<file path="src/bowling_pkg.sv">
package bowling_pkg;

    // pin count and visible screen area in pixels
    localparam int NUM_PINS      = 10;
    localparam int SCREEN_WIDTH  = 1024;
    localparam int SCREEN_HEIGHT = 768;

    // coordinates in pixels
    typedef logic [10:0] pos_x_t;
    typedef logic [9:0]  pos_y_t;

    // velocity magnitude in pixels per step, sign of y is kept apart
    typedef logic [15:0] vel_t;

    // one bit per pin
    typedef logic [NUM_PINS-1:0] pin_mask_t;

    // steps in one run
    typedef logic [15:0] step_cnt_t;

    // apb widths
    typedef logic [7:0]  apb_addr_t;
    typedef logic [31:0] apb_data_t;

    // register map
    localparam apb_addr_t REG_CTRL       = 8'h00;
    localparam apb_addr_t REG_STATUS     = 8'h04;
    localparam apb_addr_t REG_BALL_START = 8'h08;
    localparam apb_addr_t REG_BALL_VEL   = 8'h0C;
    localparam apb_addr_t REG_CFG        = 8'h10;
    localparam apb_addr_t REG_KNOCKED    = 8'h14;
    localparam apb_addr_t REG_BALL_POS   = 8'h18;
    // pin i sits at REG_PIN_BASE + 4*i
    localparam apb_addr_t REG_PIN_BASE   = 8'h20;

    // one step walks BALL, CONTACT, PINS in that order
    typedef enum logic [2:0] {
        IDLE,
        BALL,
        CONTACT,
        PINS,
        DONE
    } seq_state_t;

endpackage

</file>
<file path="src/bowling_ifs.sv">
interface pin_step_if (
    // direction flag comes straight from the held settings
    input logic is_vy_neg
);

    // high for the PINS cycle of each step
    logic                                          valid;
    // velocity each knocked pin took on at contact
    bowling_pkg::vel_t [bowling_pkg::NUM_PINS-1:0] pins_vx;
    bowling_pkg::vel_t [bowling_pkg::NUM_PINS-1:0] pins_vy;
    // knocked mask, sticky until rack
    bowling_pkg::pin_mask_t                        pins_hit;

    // contact stage owns the per-pin data
    modport sender (output pins_vx, output pins_vy, output pins_hit);

    // sequencer owns the timing
    modport control (output valid);

    // pin field consumes everything
    modport receiver (input valid, input is_vy_neg, input pins_vx, input pins_vy,
                      input pins_hit);

endinterface

</file>
<file path="src/bowling_regs.sv">
module bowling_regs (
    input  logic                                            clk_in,
    input  logic                                            rst_in,
    input  logic                                            psel,
    input  logic                                            penable,
    input  logic                                            pwrite,
    input  bowling_pkg::apb_addr_t                          paddr,
    input  bowling_pkg::apb_data_t                          pwdata,
    input  logic                                            busy,
    input  logic                                            done,
    input  bowling_pkg::pos_x_t                             ball_x,
    input  bowling_pkg::pos_y_t                             ball_y,
    input  bowling_pkg::pin_mask_t                          knocked,
    input  bowling_pkg::pos_x_t [bowling_pkg::NUM_PINS-1:0] pins_x,
    input  bowling_pkg::pos_y_t [bowling_pkg::NUM_PINS-1:0] pins_y,
    output bowling_pkg::apb_data_t                          prdata,
    output logic                                            pready,
    output logic                                            pslverr,
    output logic                                            launch,
    output logic                                            rack,
    output bowling_pkg::pos_x_t                             start_x,
    output bowling_pkg::pos_y_t                             start_y,
    output bowling_pkg::vel_t                               ball_vx,
    output bowling_pkg::vel_t                               ball_vy,
    output bowling_pkg::step_cnt_t                          steps,
    output logic                                            vy_neg
);

    logic                   access;
    logic                   wr_en;
    logic                   pin_sel;
    bowling_pkg::apb_addr_t pin_off;
    logic [3:0]             pin_idx;
    logic                   addr_ok;
    logic                   read_only;

    // no wait states, every transfer ends in its access phase
    assign pready = 1'b1;
    assign access = psel && penable;
    assign wr_en  = access && pwrite && !pslverr;

    // pin window is word aligned, ten entries
    assign pin_off = paddr - bowling_pkg::REG_PIN_BASE;
    assign pin_idx = pin_off[5:2];
    assign pin_sel = (paddr >= bowling_pkg::REG_PIN_BASE) && (paddr[1:0] == 2'b00) &&
                     (paddr < bowling_pkg::REG_PIN_BASE +
                              bowling_pkg::apb_addr_t'(4 * bowling_pkg::NUM_PINS));

    // address decode and read mux
    always_comb begin
        prdata    = '0;
        addr_ok   = 1'b1;
        read_only = 1'b1;
        case (paddr)
            // ctrl reads back as zero
            bowling_pkg::REG_CTRL:       read_only = 1'b0;
            bowling_pkg::REG_STATUS:     prdata = {30'b0, done, busy};
            bowling_pkg::REG_BALL_START: begin
                prdata    = {6'b0, start_y, 5'b0, start_x};
                read_only = 1'b0;
            end
            bowling_pkg::REG_BALL_VEL: begin
                prdata    = {ball_vy, ball_vx};
                read_only = 1'b0;
            end
            bowling_pkg::REG_CFG: begin
                prdata    = {15'b0, vy_neg, steps};
                read_only = 1'b0;
            end
            bowling_pkg::REG_KNOCKED:    prdata = {22'b0, knocked};
            bowling_pkg::REG_BALL_POS:   prdata = {6'b0, ball_y, 5'b0, ball_x};
            default: begin
                if (pin_sel) begin
                    prdata = {6'b0, pins_y[pin_idx], 5'b0, pins_x[pin_idx]};
                end else begin
                    addr_ok = 1'b0;
                end
            end
        endcase
    end

    // unmapped offset or write to a status/readback register
    assign pslverr = access && (!addr_ok || (pwrite && read_only));

    always_ff @(posedge clk_in) begin
        if (rst_in) begin
            launch  <= 1'b0;
            rack    <= 1'b0;
            start_x <= '0;
            start_y <= '0;
            ball_vx <= '0;
            ball_vy <= '0;
            steps   <= '0;
            vy_neg  <= 1'b0;
        end else begin
            // rack wins if both control bits are written together
            rack   <= wr_en && (paddr == bowling_pkg::REG_CTRL) && pwdata[1];
            launch <= wr_en && (paddr == bowling_pkg::REG_CTRL) && pwdata[0] &&
                      !pwdata[1] && !busy;
            // settings are frozen for the length of a run
            if (wr_en && !busy) begin
                case (paddr)
                    bowling_pkg::REG_BALL_START: begin
                        start_x <= pwdata[10:0];
                        start_y <= pwdata[25:16];
                    end
                    bowling_pkg::REG_BALL_VEL: begin
                        ball_vx <= pwdata[15:0];
                        ball_vy <= pwdata[31:16];
                    end
                    bowling_pkg::REG_CFG: begin
                        steps  <= pwdata[15:0];
                        vy_neg <= pwdata[16];
                    end
                    default: ;
                endcase
            end
        end
    end

endmodule

</file>
<file path="src/lane_sequencer.sv">
module lane_sequencer (
    input  logic                   clk_in,
    input  logic                   rst_in,
    input  logic                   launch,
    input  logic                   rack,
    input  bowling_pkg::step_cnt_t steps,
    output logic                   ball_step,
    output logic                   contact_en,
    output logic                   busy,
    output logic                   done,
    pin_step_if.control            step
);

    bowling_pkg::seq_state_t state;
    // steps still to run, including the current one
    bowling_pkg::step_cnt_t  remaining;

    always_ff @(posedge clk_in) begin
        if (rst_in || rack) begin
            state     <= bowling_pkg::IDLE;
            remaining <= '0;
            done      <= 1'b0;
        end else begin
            case (state)
                bowling_pkg::IDLE: begin
                    if (launch) begin
                        done      <= 1'b0;
                        remaining <= steps;
                        // zero steps still passes through DONE once
                        state     <= (steps == '0) ? bowling_pkg::DONE : bowling_pkg::BALL;
                    end
                end
                bowling_pkg::BALL:    state <= bowling_pkg::CONTACT;
                bowling_pkg::CONTACT: state <= bowling_pkg::PINS;
                bowling_pkg::PINS: begin
                    remaining <= remaining - bowling_pkg::step_cnt_t'(1);
                    if (remaining == bowling_pkg::step_cnt_t'(1)) begin
                        state <= bowling_pkg::DONE;
                    end else begin
                        state <= bowling_pkg::BALL;
                    end
                end
                bowling_pkg::DONE: begin
                    // done rises on the same edge busy falls
                    done  <= 1'b1;
                    state <= bowling_pkg::IDLE;
                end
                default: state <= bowling_pkg::IDLE;
            endcase
        end
    end

    // one-hot strobes for the three stages
    assign ball_step  = (state == bowling_pkg::BALL);
    assign contact_en = (state == bowling_pkg::CONTACT);
    assign step.valid = (state == bowling_pkg::PINS);
    // busy covers the DONE cycle too
    assign busy       = (state != bowling_pkg::IDLE);

endmodule

</file>
<file path="src/ball_motion.sv">
module ball_motion (
    input  logic                clk_in,
    input  logic                rst_in,
    input  logic                launch,
    input  logic                rack,
    input  logic                ball_step,
    input  bowling_pkg::pos_x_t start_x,
    input  bowling_pkg::pos_y_t start_y,
    input  bowling_pkg::vel_t   ball_vx,
    input  bowling_pkg::vel_t   ball_vy,
    input  logic                vy_neg,
    output bowling_pkg::pos_x_t ball_x,
    output bowling_pkg::pos_y_t ball_y
);

    logic                on_screen;
    bowling_pkg::pos_x_t next_x;
    bowling_pkg::pos_y_t next_y;

    // a ball past either edge is frozen where it is
    assign on_screen = (ball_x < bowling_pkg::SCREEN_WIDTH) &&
                       (ball_y < bowling_pkg::SCREEN_HEIGHT);

    // sums wrap at the coordinate width
    // a ball moving up past row 0 lands at a large y and so leaves the screen
    always_comb begin
        next_x = bowling_pkg::pos_x_t'(ball_x + ball_vx);
        if (vy_neg) begin
            next_y = bowling_pkg::pos_y_t'(ball_y - ball_vy);
        end else begin
            next_y = bowling_pkg::pos_y_t'(ball_y + ball_vy);
        end
    end

    always_ff @(posedge clk_in) begin
        if (rst_in || rack) begin
            ball_x <= '0;
            ball_y <= '0;
        end else if (launch) begin
            // start position loads on the launch edge
            ball_x <= start_x;
            ball_y <= start_y;
        end else if (ball_step && on_screen) begin
            ball_x <= next_x;
            ball_y <= next_y;
        end
    end

endmodule

</file>
<file path="src/pin_contact.sv">
module pin_contact #(
    parameter int HIT_RADIUS = 16
) (
    input  logic                                            clk_in,
    input  logic                                            rst_in,
    input  logic                                            rack,
    input  logic                                            contact_en,
    input  bowling_pkg::pos_x_t                             ball_x,
    input  bowling_pkg::pos_y_t                             ball_y,
    input  bowling_pkg::vel_t                               ball_vx,
    input  bowling_pkg::vel_t                               ball_vy,
    input  bowling_pkg::pos_x_t [bowling_pkg::NUM_PINS-1:0] pins_x,
    input  bowling_pkg::pos_y_t [bowling_pkg::NUM_PINS-1:0] pins_y,
    pin_step_if.sender                                      step
);

    // per-axis absolute distance from ball to each pin
    bowling_pkg::pos_x_t    dist_x [bowling_pkg::NUM_PINS];
    bowling_pkg::pos_y_t    dist_y [bowling_pkg::NUM_PINS];
    bowling_pkg::pin_mask_t near;
    // pins knocked on this contact cycle only
    bowling_pkg::pin_mask_t new_hit;

    // all ten comparisons run in parallel
    always_comb begin
        for (int i = 0; i < bowling_pkg::NUM_PINS; i++) begin
            if (ball_x >= pins_x[i]) begin
                dist_x[i] = ball_x - pins_x[i];
            end else begin
                dist_x[i] = pins_x[i] - ball_x;
            end
            if (ball_y >= pins_y[i]) begin
                dist_y[i] = ball_y - pins_y[i];
            end else begin
                dist_y[i] = pins_y[i] - ball_y;
            end
            // hit only when strictly inside the radius on both axes
            near[i] = (dist_x[i] < HIT_RADIUS) && (dist_y[i] < HIT_RADIUS);
        end
    end

    // a pin already down keeps its first velocity
    assign new_hit = {bowling_pkg::NUM_PINS{contact_en}} & near & ~step.pins_hit;

    always_ff @(posedge clk_in) begin
        if (rst_in || rack) begin
            step.pins_hit <= '0;
        end else begin
            step.pins_hit <= step.pins_hit | new_hit;
        end
    end

    // each newly knocked pin copies the ball velocity
    always_ff @(posedge clk_in) begin
        for (int i = 0; i < bowling_pkg::NUM_PINS; i++) begin
            if (new_hit[i]) begin
                step.pins_vx[i] <= ball_vx;
                step.pins_vy[i] <= ball_vy;
            end
        end
    end

endmodule

</file>
<file path="src/pin_field.sv">
module pin_field (
    input  logic                                            clk_in,
    input  logic                                            rst_in,
    input  logic                                            rack,
    pin_step_if.receiver                                    step,
    output bowling_pkg::pos_x_t [bowling_pkg::NUM_PINS-1:0] pins_x,
    output bowling_pkg::pos_y_t [bowling_pkg::NUM_PINS-1:0] pins_y
);

    // racked triangle, pin 0 first
    // back row of four, then three, two, and the head pin
    localparam bowling_pkg::pos_x_t RACK_X [bowling_pkg::NUM_PINS] = '{
        11'd0,   11'd96,  11'd192, 11'd288,
        11'd48,  11'd144, 11'd240,
        11'd96,  11'd192,
        11'd144
    };
    localparam bowling_pkg::pos_y_t RACK_Y [bowling_pkg::NUM_PINS] = '{
        10'd0,   10'd0,   10'd0,   10'd0,
        10'd60,  10'd60,  10'd60,
        10'd120, 10'd120,
        10'd180
    };

    // pins that may still move this step
    bowling_pkg::pin_mask_t movable;

    always_comb begin
        for (int i = 0; i < bowling_pkg::NUM_PINS; i++) begin
            movable[i] = step.pins_hit[i] &&
                         (pins_x[i] < bowling_pkg::SCREEN_WIDTH) &&
                         (pins_y[i] < bowling_pkg::SCREEN_HEIGHT);
        end
    end

    always_ff @(posedge clk_in) begin
        if (rst_in || rack) begin
            for (int i = 0; i < bowling_pkg::NUM_PINS; i++) begin
                pins_x[i] <= RACK_X[i];
                pins_y[i] <= RACK_Y[i];
            end
        end else if (step.valid) begin
            for (int i = 0; i < bowling_pkg::NUM_PINS; i++) begin
                if (movable[i]) begin
                    // x only ever grows
                    pins_x[i] <= bowling_pkg::pos_x_t'(pins_x[i] + step.pins_vx[i]);
                    // y follows the shared direction flag
                    if (step.is_vy_neg) begin
                        pins_y[i] <= bowling_pkg::pos_y_t'(pins_y[i] - step.pins_vy[i]);
                    end else begin
                        pins_y[i] <= bowling_pkg::pos_y_t'(pins_y[i] + step.pins_vy[i]);
                    end
                end
            end
        end
    end

endmodule

</file>
<file path="src/bowling_lane_top.sv">
module bowling_lane_top #(
    parameter int HIT_RADIUS = 16
) (
    input  logic                   clk_in,
    input  logic                   rst_in,
    input  logic                   psel,
    input  logic                   penable,
    input  logic                   pwrite,
    input  bowling_pkg::apb_addr_t paddr,
    input  bowling_pkg::apb_data_t pwdata,
    output bowling_pkg::apb_data_t prdata,
    output logic                   pready,
    output logic                   pslverr
);

    // control between registers and sequencer
    logic                   launch;
    logic                   rack;
    logic                   busy;
    logic                   done;
    logic                   ball_step;
    logic                   contact_en;

    // held launch settings
    bowling_pkg::pos_x_t    start_x;
    bowling_pkg::pos_y_t    start_y;
    bowling_pkg::vel_t      ball_vx;
    bowling_pkg::vel_t      ball_vy;
    bowling_pkg::step_cnt_t steps;
    logic                   vy_neg;

    // live positions
    bowling_pkg::pos_x_t                             ball_x;
    bowling_pkg::pos_y_t                             ball_y;
    bowling_pkg::pos_x_t [bowling_pkg::NUM_PINS-1:0] pins_x;
    bowling_pkg::pos_y_t [bowling_pkg::NUM_PINS-1:0] pins_y;

    // per-step pin update bundle
    pin_step_if step_if (.is_vy_neg(vy_neg));

    bowling_regs u_regs (
        .clk_in, .rst_in, .psel, .penable, .pwrite, .paddr, .pwdata,
        .busy, .done, .ball_x, .ball_y,
        .knocked (step_if.pins_hit),
        .pins_x, .pins_y, .prdata, .pready, .pslverr, .launch, .rack,
        .start_x, .start_y, .ball_vx, .ball_vy, .steps, .vy_neg
    );

    lane_sequencer u_seq (
        .clk_in, .rst_in, .launch, .rack, .steps,
        .ball_step, .contact_en, .busy, .done,
        .step (step_if.control)
    );

    ball_motion u_ball (
        .clk_in, .rst_in, .launch, .rack, .ball_step,
        .start_x, .start_y, .ball_vx, .ball_vy, .vy_neg, .ball_x, .ball_y
    );

    pin_contact #(.HIT_RADIUS(HIT_RADIUS)) u_contact (
        .clk_in, .rst_in, .rack, .contact_en,
        .ball_x, .ball_y, .ball_vx, .ball_vy, .pins_x, .pins_y,
        .step (step_if.sender)
    );

    pin_field u_pins (
        .clk_in, .rst_in, .rack,
        .step (step_if.receiver),
        .pins_x, .pins_y
    );

endmodule

</file>
<file path="config.mk">
export PLATFORM = sky130hd
export DESIGN_NAME = bowling_lane_top
export DESIGN_NICKNAME = d
export VERILOG_FILES = /design/src/bowling_pkg.sv /design/src/bowling_ifs.sv /design/src/bowling_regs.sv /design/src/lane_sequencer.sv /design/src/ball_motion.sv /design/src/pin_contact.sv /design/src/pin_field.sv /design/src/bowling_lane_top.sv
export SDC_FILE = /design/constraint.sdc
export NUM_CORES = 2
export LEC_CHECK = 0
export BUFFER_PORTS_ARGS = -buffer_cell sky130_fd_sc_hd__buf_2
export CORE_ASPECT_RATIO = 0.75
export CORE_MARGIN = 8
export CORE_UTILIZATION = 45
export DETAILED_ROUTE_END_ITERATION = 7
export PLACE_DENSITY = 0.66
export SLEW_MARGIN = 15
export SYNTH_ARGS = -nofsm -noshare
export SYNTH_HDL_FRONTEND = slang
export SYNTH_SLANG_ARGS = --single-unit
export TNS_END_PERCENT = 100
</file>
<file path="constraint.sdc">
create_clock -name clk_in -period 5.6 [get_ports clk_in]
set_input_delay 0 -clock clk_in [delete_from_list [all_inputs] [get_ports clk_in]]
set_output_delay 0 -clock clk_in [all_outputs]
set_load 0.005 [all_outputs]
</file>
; Word level (Yosys, flattened, before mapping)
; Cells that the tools add are included.
[totals]
reg_bits = 543
latchBits = 0
ramBits = 0
mem_bits_ro = 0
inputBits = 45
out_inout_bits = 34
wordCells = 338
memories = 0
[classes]
n_addsub = 75
n_mul = 0
div_mod_pow = 0
magnitude_cmp = 65
n_eq_ne = 12
shifts = 0
muxes = 52
bitwise_logic = 4
n_reduce_logical = 76
[op_table]
columns = operator, n
row1 = subtractor 10 bit, 31
row2 = two-way mux 10 bit, 24
row3 = case mux 32 bit (7 select lines), 1
row4 = subtractor 11 bit, 20
row5 = two-way mux 11 bit, 13
row6 = adder 11 bit, 11
row7 = < comparator 11 bit (second input constant), 11
row8 = adder 10 bit, 11
row9 = >= comparator 11 bit, 10
row10 = < comparator 10 bit (second input constant), 11
row11 = < comparator 11 x 5 -> 1 bit (second input constant), 10
row12 = >= comparator 10 bit, 10
row13 = < comparator 10 x 5 -> 1 bit (second input constant), 10
row14 = logical AND 1 bit, 45
row15 = binary-select mux 11 bit (select 4 bit), 1
row16 = binary-select mux 10 bit (select 4 bit), 1
row17 = case mux 16 bit (2 select lines), 1
row18 = AND reduction 2 bit, 15
row19 = two-way mux 26 bit, 1
row20 = equality test 8 x 5 -> 1 bit (second input constant), 3
row21 = AND 10 bit, 2
row22 = equality test 16 x 1 -> 1 bit (second input constant), 1
row23 = equality test 8 x 4 -> 1 bit (second input constant), 2
row24 = zero test 16 bit, 1
row25 = other kinds (26), 38

; Longest topological paths before layout
[depth]
word_depth = 14
mapped_depth = 15
ltp_nobuf = 15

; By module
; A second synthesis with hierarchy kept.
[hier_totals]
cells_unflattened = 5617
area_unflattened_um2 = 50452.1
[modules_own_cells]
columns = mod, instances, cells_per_inst, area_per_inst_um2, seq_area_each_um2
row1 = pin_contact, 1, 2544, 25323.0, 9809.4
row2 = pin_field, 1, 2059, 16485.8, 4204.0
row3 = bowling_regs, 1, 612, 5422.7, 1441.4
row4 = ball_motion, 1, 251, 1976.9, 420.4
row5 = lane_sequencer, 1, 151, 1243.7, 400.4

; Worst setup path before layout
; Ideal clock, no wire load.
[synth_timing]
path_type = flip-flop to flip-flop
from = register u_ball.ball_x[5]
to = register u_contact.step.pins_vx[144] (enable)
setup_time_ps = 453
t_arrival_ps = 4819
required_ps = 5147
setup_slack_ps = 329
stages_incl_launch_ff = 13
path_buffers = 1
synth_period_minus_slack_ps = 5271
path_cell_list = dfxtp_1 -> inv_1 -> ha_1 -> buf_2 -> and4_1 -> o21ai_0 -> a31oi_1 -> or4b_2 -> a21oi_1 -> o21ai_0 -> o22ai_1 -> nand4_1 -> nor4_1
[synth_between]
elab_chain_len = 6
[synth_lines]
columns = item, line
row1 = start: declaration, ball_motion.sv:12  ; output bowling_pkg::pos_x_t ball_x,
row2 = start signal: assignment, ball_motion.sv:41  ; ball_x <= start_x;
row3 = start signal: assignment, ball_motion.sv:44  ; ball_x <= next_x;
row4 = subtractor 11 bit (tied with other cells), pin_contact.sv:30  ; dist_x[i] = pins_x[i] - ball_x;
row5 = two-way mux 11 bit *, pin_contact.sv:27  ; if (ball_x >= pins_x[i]) begin
row6 = < comparator 11 x 5 -> 1 bit *, pin_contact.sv:38  ; near[i] = (dist_x[i] < HIT_RADIUS) && (dist_y[i] < HIT_RADIUS);
row7 = logical AND 1 bit *, pin_contact.sv:38
row8 = AND 10 bit * (2 in series), pin_contact.sv:43  ; assign new_hit = {bowling_pkg::NUM_PINS{contact_en}} & near & ~step.pins_hit;
row9 = named net u_contact.new_hit[9], pin_contact.sv:22  ; bowling_pkg::pin_mask_t new_hit;
row10 = end signal: indexed assignment, pin_contact.sv:57  ; step.pins_vx[i] <= ball_vx;
row11 = end: declaration, bowling_ifs.sv:15  ; modport sender (output pins_vx, output pins_vy, output pins_hit);
; Mark *: on every way through the listed nets, which the timed path passes. The rest lies on a longest branch.
; A chain may end at the register's enable or synchronous reset.

; Worst setup path after layout
[layout_timing]
from = register u_ball.ball_x[2]
to = register u_contact.step.pins_vx[53] (enable)
; The elaborated chain is that of the path after synthesis.

==> flow_metrics.py <==
metrics = {
    "clocking": {
        "cts_tree": "built",
        "cts_hold_buf": 43,
        "clk_path_buf_depth": 3,
        "cts_resized": 0,
        "path_clk_slew_ns": 0.07,
        "clock_latency_ns": 0.68,
        "clock-sinks": 543,
        "post_cts_buffers": 0,
        "root_buffer": "clkbuf_16",
        "cts_made_buffers": 57,
        "cts_htree_levels": 2,
    },
    "logic_synthesis": {
        "synth_ff_type": "dfxtp_1",
        "syn_nets": 5983,
        "ys_types": 92,
        "synth_edf_count": 210,
        "synth-seq-cells": 543,
        "synthCells": 5294,
        "syn_area_per_cell_um2": 8.482,
        "synth-seq-area-share_pct": 28.89,
        "yosys_warnings": 0,
        "async_flop_share_pct": 0,
        "synth_area_mm2": 0.04490,
    },
    "setup_path": {
        "critPathMaxStageDelay_ns": 0.72,
        "cp-end-kind": "flip-flop",
        "cp_max_fo": 11,
        "path_buf_inv": 2,
        "crit_start": "u_ball.ball_x[2]",
        "arrival_ns": 5.06,
        "critPathRequiredTime_ns": 5.97,
        "crit_path_frequent_cell": "a2111oi_2",
        "crit_path_cell_trace": "inv_1, ha_1, o21ai_1, a21oi_1, or4_1, a31oi_1, mux2_2, a2111oi_2, mux2i_1, a2111oi_2, nor2b_2, buf_4",
        "crit_type": "reg2reg",
        "cp-start-kind": "flip-flop",
        "worstReg2RegStart": "u_ball.ball_x[2]",
        "path_delay_family": "compound AO/OA/AOI/OAI gates",
        "cp_slowest_cell": "nor2b_2",
    },
    "drt": {
        "highest_layer": "met4",
        "post_drt_wl_per_cell_um": 22.76,
        "wl_met2_um": 59590,
        "vias": 40600,
        "drt_wl_total_um": 152900,
        "ant_nets": 0,
        "drcViolationCount": 0,
        "avgViaCountPerCell": 6.043,
        "met3WireLength_um": 18600,
        "dr.pass1.iters": 7,
        "met1_length_um": 70260,
        "drtIter0Drc": 4559,
    },
    "timing": {
        "rsz0062_at_grt": "no",
        "worst_pin_slew_ns": 1.171,
        "max_slew_margin_pct": 21.91,
        "final-hold-violation-count": 0,
        "finalClockSkew_ns": 0.03246,
        "slew_violations": 0,
        "fin_crit_sh_pct": 83.86,
        "fin_crit_ns": 4.696,
        "setup_tns_ns": 0,
        "setup_viol": 0,
        "timing.fmax_ghz": 0.2129,
    },
    "power": {
        "finalPower_mw": 8.481,
        "peakVddDrop_mv": 0.2838,
        "p_leak_nw": 20.20,
        "powerDensity_mw_per_mm2": 171.6,
    },
    "final_layout": {
        "fin_area_mm2": 0.04942,
        "final_cells": 6718,
        "diodes": 0,
        "layout_commonest_cell": "ha_1",
        "mostFrequentLayoutCells": "ha_1 (622), nand2_1 (530), a21oi_1 (525)",
        "syn_to_final_growth_pct": 10.07,
        "layout-drive-gt1-share_pct": 7.604,
        "final_nets": 6032,
    },
    "run": {
        "maxCapViolCount": 0,
    },
    "outcome": {
        "status": "completed",
    },
    "floorplanning": {
        "core-area_mm2": 0.09910,
        "die_h_um": 289.6,
        "start_util_pct": 45.31,
        "rows": 100,
        "io-pin-count": 79,
        "fp.dieArea_mm2": 0.1103,
        "die_x_um": 380.8,
    },
    "global_route": {
        "grt_max_degree": 74,
        "antenna_found_initial": 16,
        "grt_pass1_wl_um": 226900,
        "grt_pass1_vias": 36600,
        "track_usage_pct": 26.48,
        "grt_remaining_overflow": 0,
    },
    "placement": {
        "dp_hpwl_um": 112900,
        "numPortBuffers": 77,
        "finalWeightedCongestion": 0.9623,
        "placed_cells": 6567,
        "placed_cell_area_mm2": 0.04695,
    },
    "min_path": {
        "hold_class": "in2reg",
        "min-delay-start": "pwdata[19]",
    },
}
==> final timing paths <==
check,endpoint,slack (ns),depth (start not counted)
worst max-delay path,u_contact.step.pins_vx[53],0.90,12
worst min-delay path,u_regs.start_y[3],0.12,4
worst max register to register,u_contact.step.pins_vx[53],0.90,12
worst min register to register,u_regs.ball_vx[13],0.46,2
==> power by group <==
group / internal (mW) / switching [mW] / total (mW)
Clock: 2.37 / 1.84 / 4.21
Sequential: 4.07 / 0.000336 / 4.07
Combinational: 0.0621 / 0.136 / 0.198
==> worst reg2reg max path, stage by stage (launching register included) <==
cell,delay (ns)
dfxtp_1,0.31
inv_1,0.43
ha_1,0.36
o21ai_1,0.15
a21oi_1,0.09
or4_1,0.45
a31oi_1,0.27
mux2_2,0.38
a2111oi_2,0.35
mux2i_1,0.21
a2111oi_2,0.35
nor2b_2,0.72
buf_4,0.33
==> cell usage after synthesis, types with 12 or more instances <==
master,count,area share (%)
a211o_1,16,0.31
a211oi_1,48,0.80
a21o_1,126,2.1
a21oi_1,525,5.9
a222oi_1,19,0.42
a22oi_1,35,0.59
a31oi_1,80,1.1
and2_1,32,0.45
and3_1,29,0.40
and4_1,19,0.37
buf_1,14,0.12
clkbuf_1,201,1.7
dfxtp_1,333,15
edfxtp_1,210,14
fa_1,22,0.98
ha_1,622,17
inv_1,397,3.3
mux2_2,21,0.53
mux2i_1,64,1.4
mux4_2,42,2.1
nand2_1,530,4.4
nand2b_1,74,1.0
nand3_1,64,0.71
nand3b_1,12,0.20
nand4_1,41,0.57
nor2_1,389,3.3
nor2b_1,91,1.3
nor3_1,134,1.5
nor3b_1,15,0.25
nor4_1,35,0.49
o2111ai_1,18,0.35
o211ai_1,91,1.5
o21a_1,33,0.55
o21ai_0,267,3.0
o21bai_1,34,0.57
o31ai_1,24,0.40
o41ai_1,12,0.23
or2_2,29,0.40
or3_1,42,0.59
xnor2_1,210,4.1
xor2_1,91,1.8
==> kinds of logic after synthesis <==
group                      after synthesis  synth area share, %
DFF                                    543                28.89
and+or+nand+nor                       1576                16.72
AOI/OAI and AO/OA                     1478                20.87
xor gates and xnor gates               301                5.871
other                                    1             0.008351
muxes                                  127                4.060
adders and majority gates              644                18.31
buffers and inverters                  624                5.272
==> sequential cells by signal, indices dropped and copies added (netlist names), 3 cells and up <==
| name | cells |
|---|---|
| u_regs.ball_vx | 16 |
| u_contact.step.pins_hit | 10 |
| u_seq.state | 3 |
| u_contact.step.pins_vx | 110 |
| u_contact.step.pins_vy | 100 |
| u_regs.start_x | 11 |
| u_regs.ball_vy | 16 |
| u_regs.steps | 16 |
| u_seq.remaining | 16 |
| u_ball.ball_x | 11 |
| u_pins.pins_x | 110 |
| u_regs.start_y | 10 |
| u_ball.ball_y | 10 |
| u_pins.pins_y | 100 |
==> per-stage QoR <==
| step | hold WS, ns | setup slack, ns | util (%) |
|---|---|---|---|
| 2_1_floorplan | 0.07590 | 0.3285 | - |
| 3_3_place_gp | 0.2401 | 1.027 | 47.38 |
| 3_5_place_dp | 0.2502 | 0.9682 | 47.38 |
| 4_1_cts | 0.07786 | 0.9492 | 49.88 |
| 5_1_grt | 0.1159 | 0.7513 | 49.88 |
| 6_report | 0.1248 | 0.9038 | 49.88 |
==> routing by layer <==
layer	vias up	GRT usage, %
li1	19160	-
met1	19210	39.77
met2	1986	37.60
met3	242	6.454
met4	0	6.687
met5	-	0
==> layout make-up <==
| class | count | area [um2] |
|---|---|---|
| well taps | 1326 | 1659 |
| repair buffers | 216 | 1564 |
| inverters | 398 | 1494 |
| multi-input cells | 4127 | 29680 |
| clock buffers | 76 | 1650 |
| clock inverters | 32 | 397.9 |
| flip-flops and latches | 543 | 12980 |
| fillers | 9320 | 49670 |
Note: power is estimated with default switching activity, not from simulation.
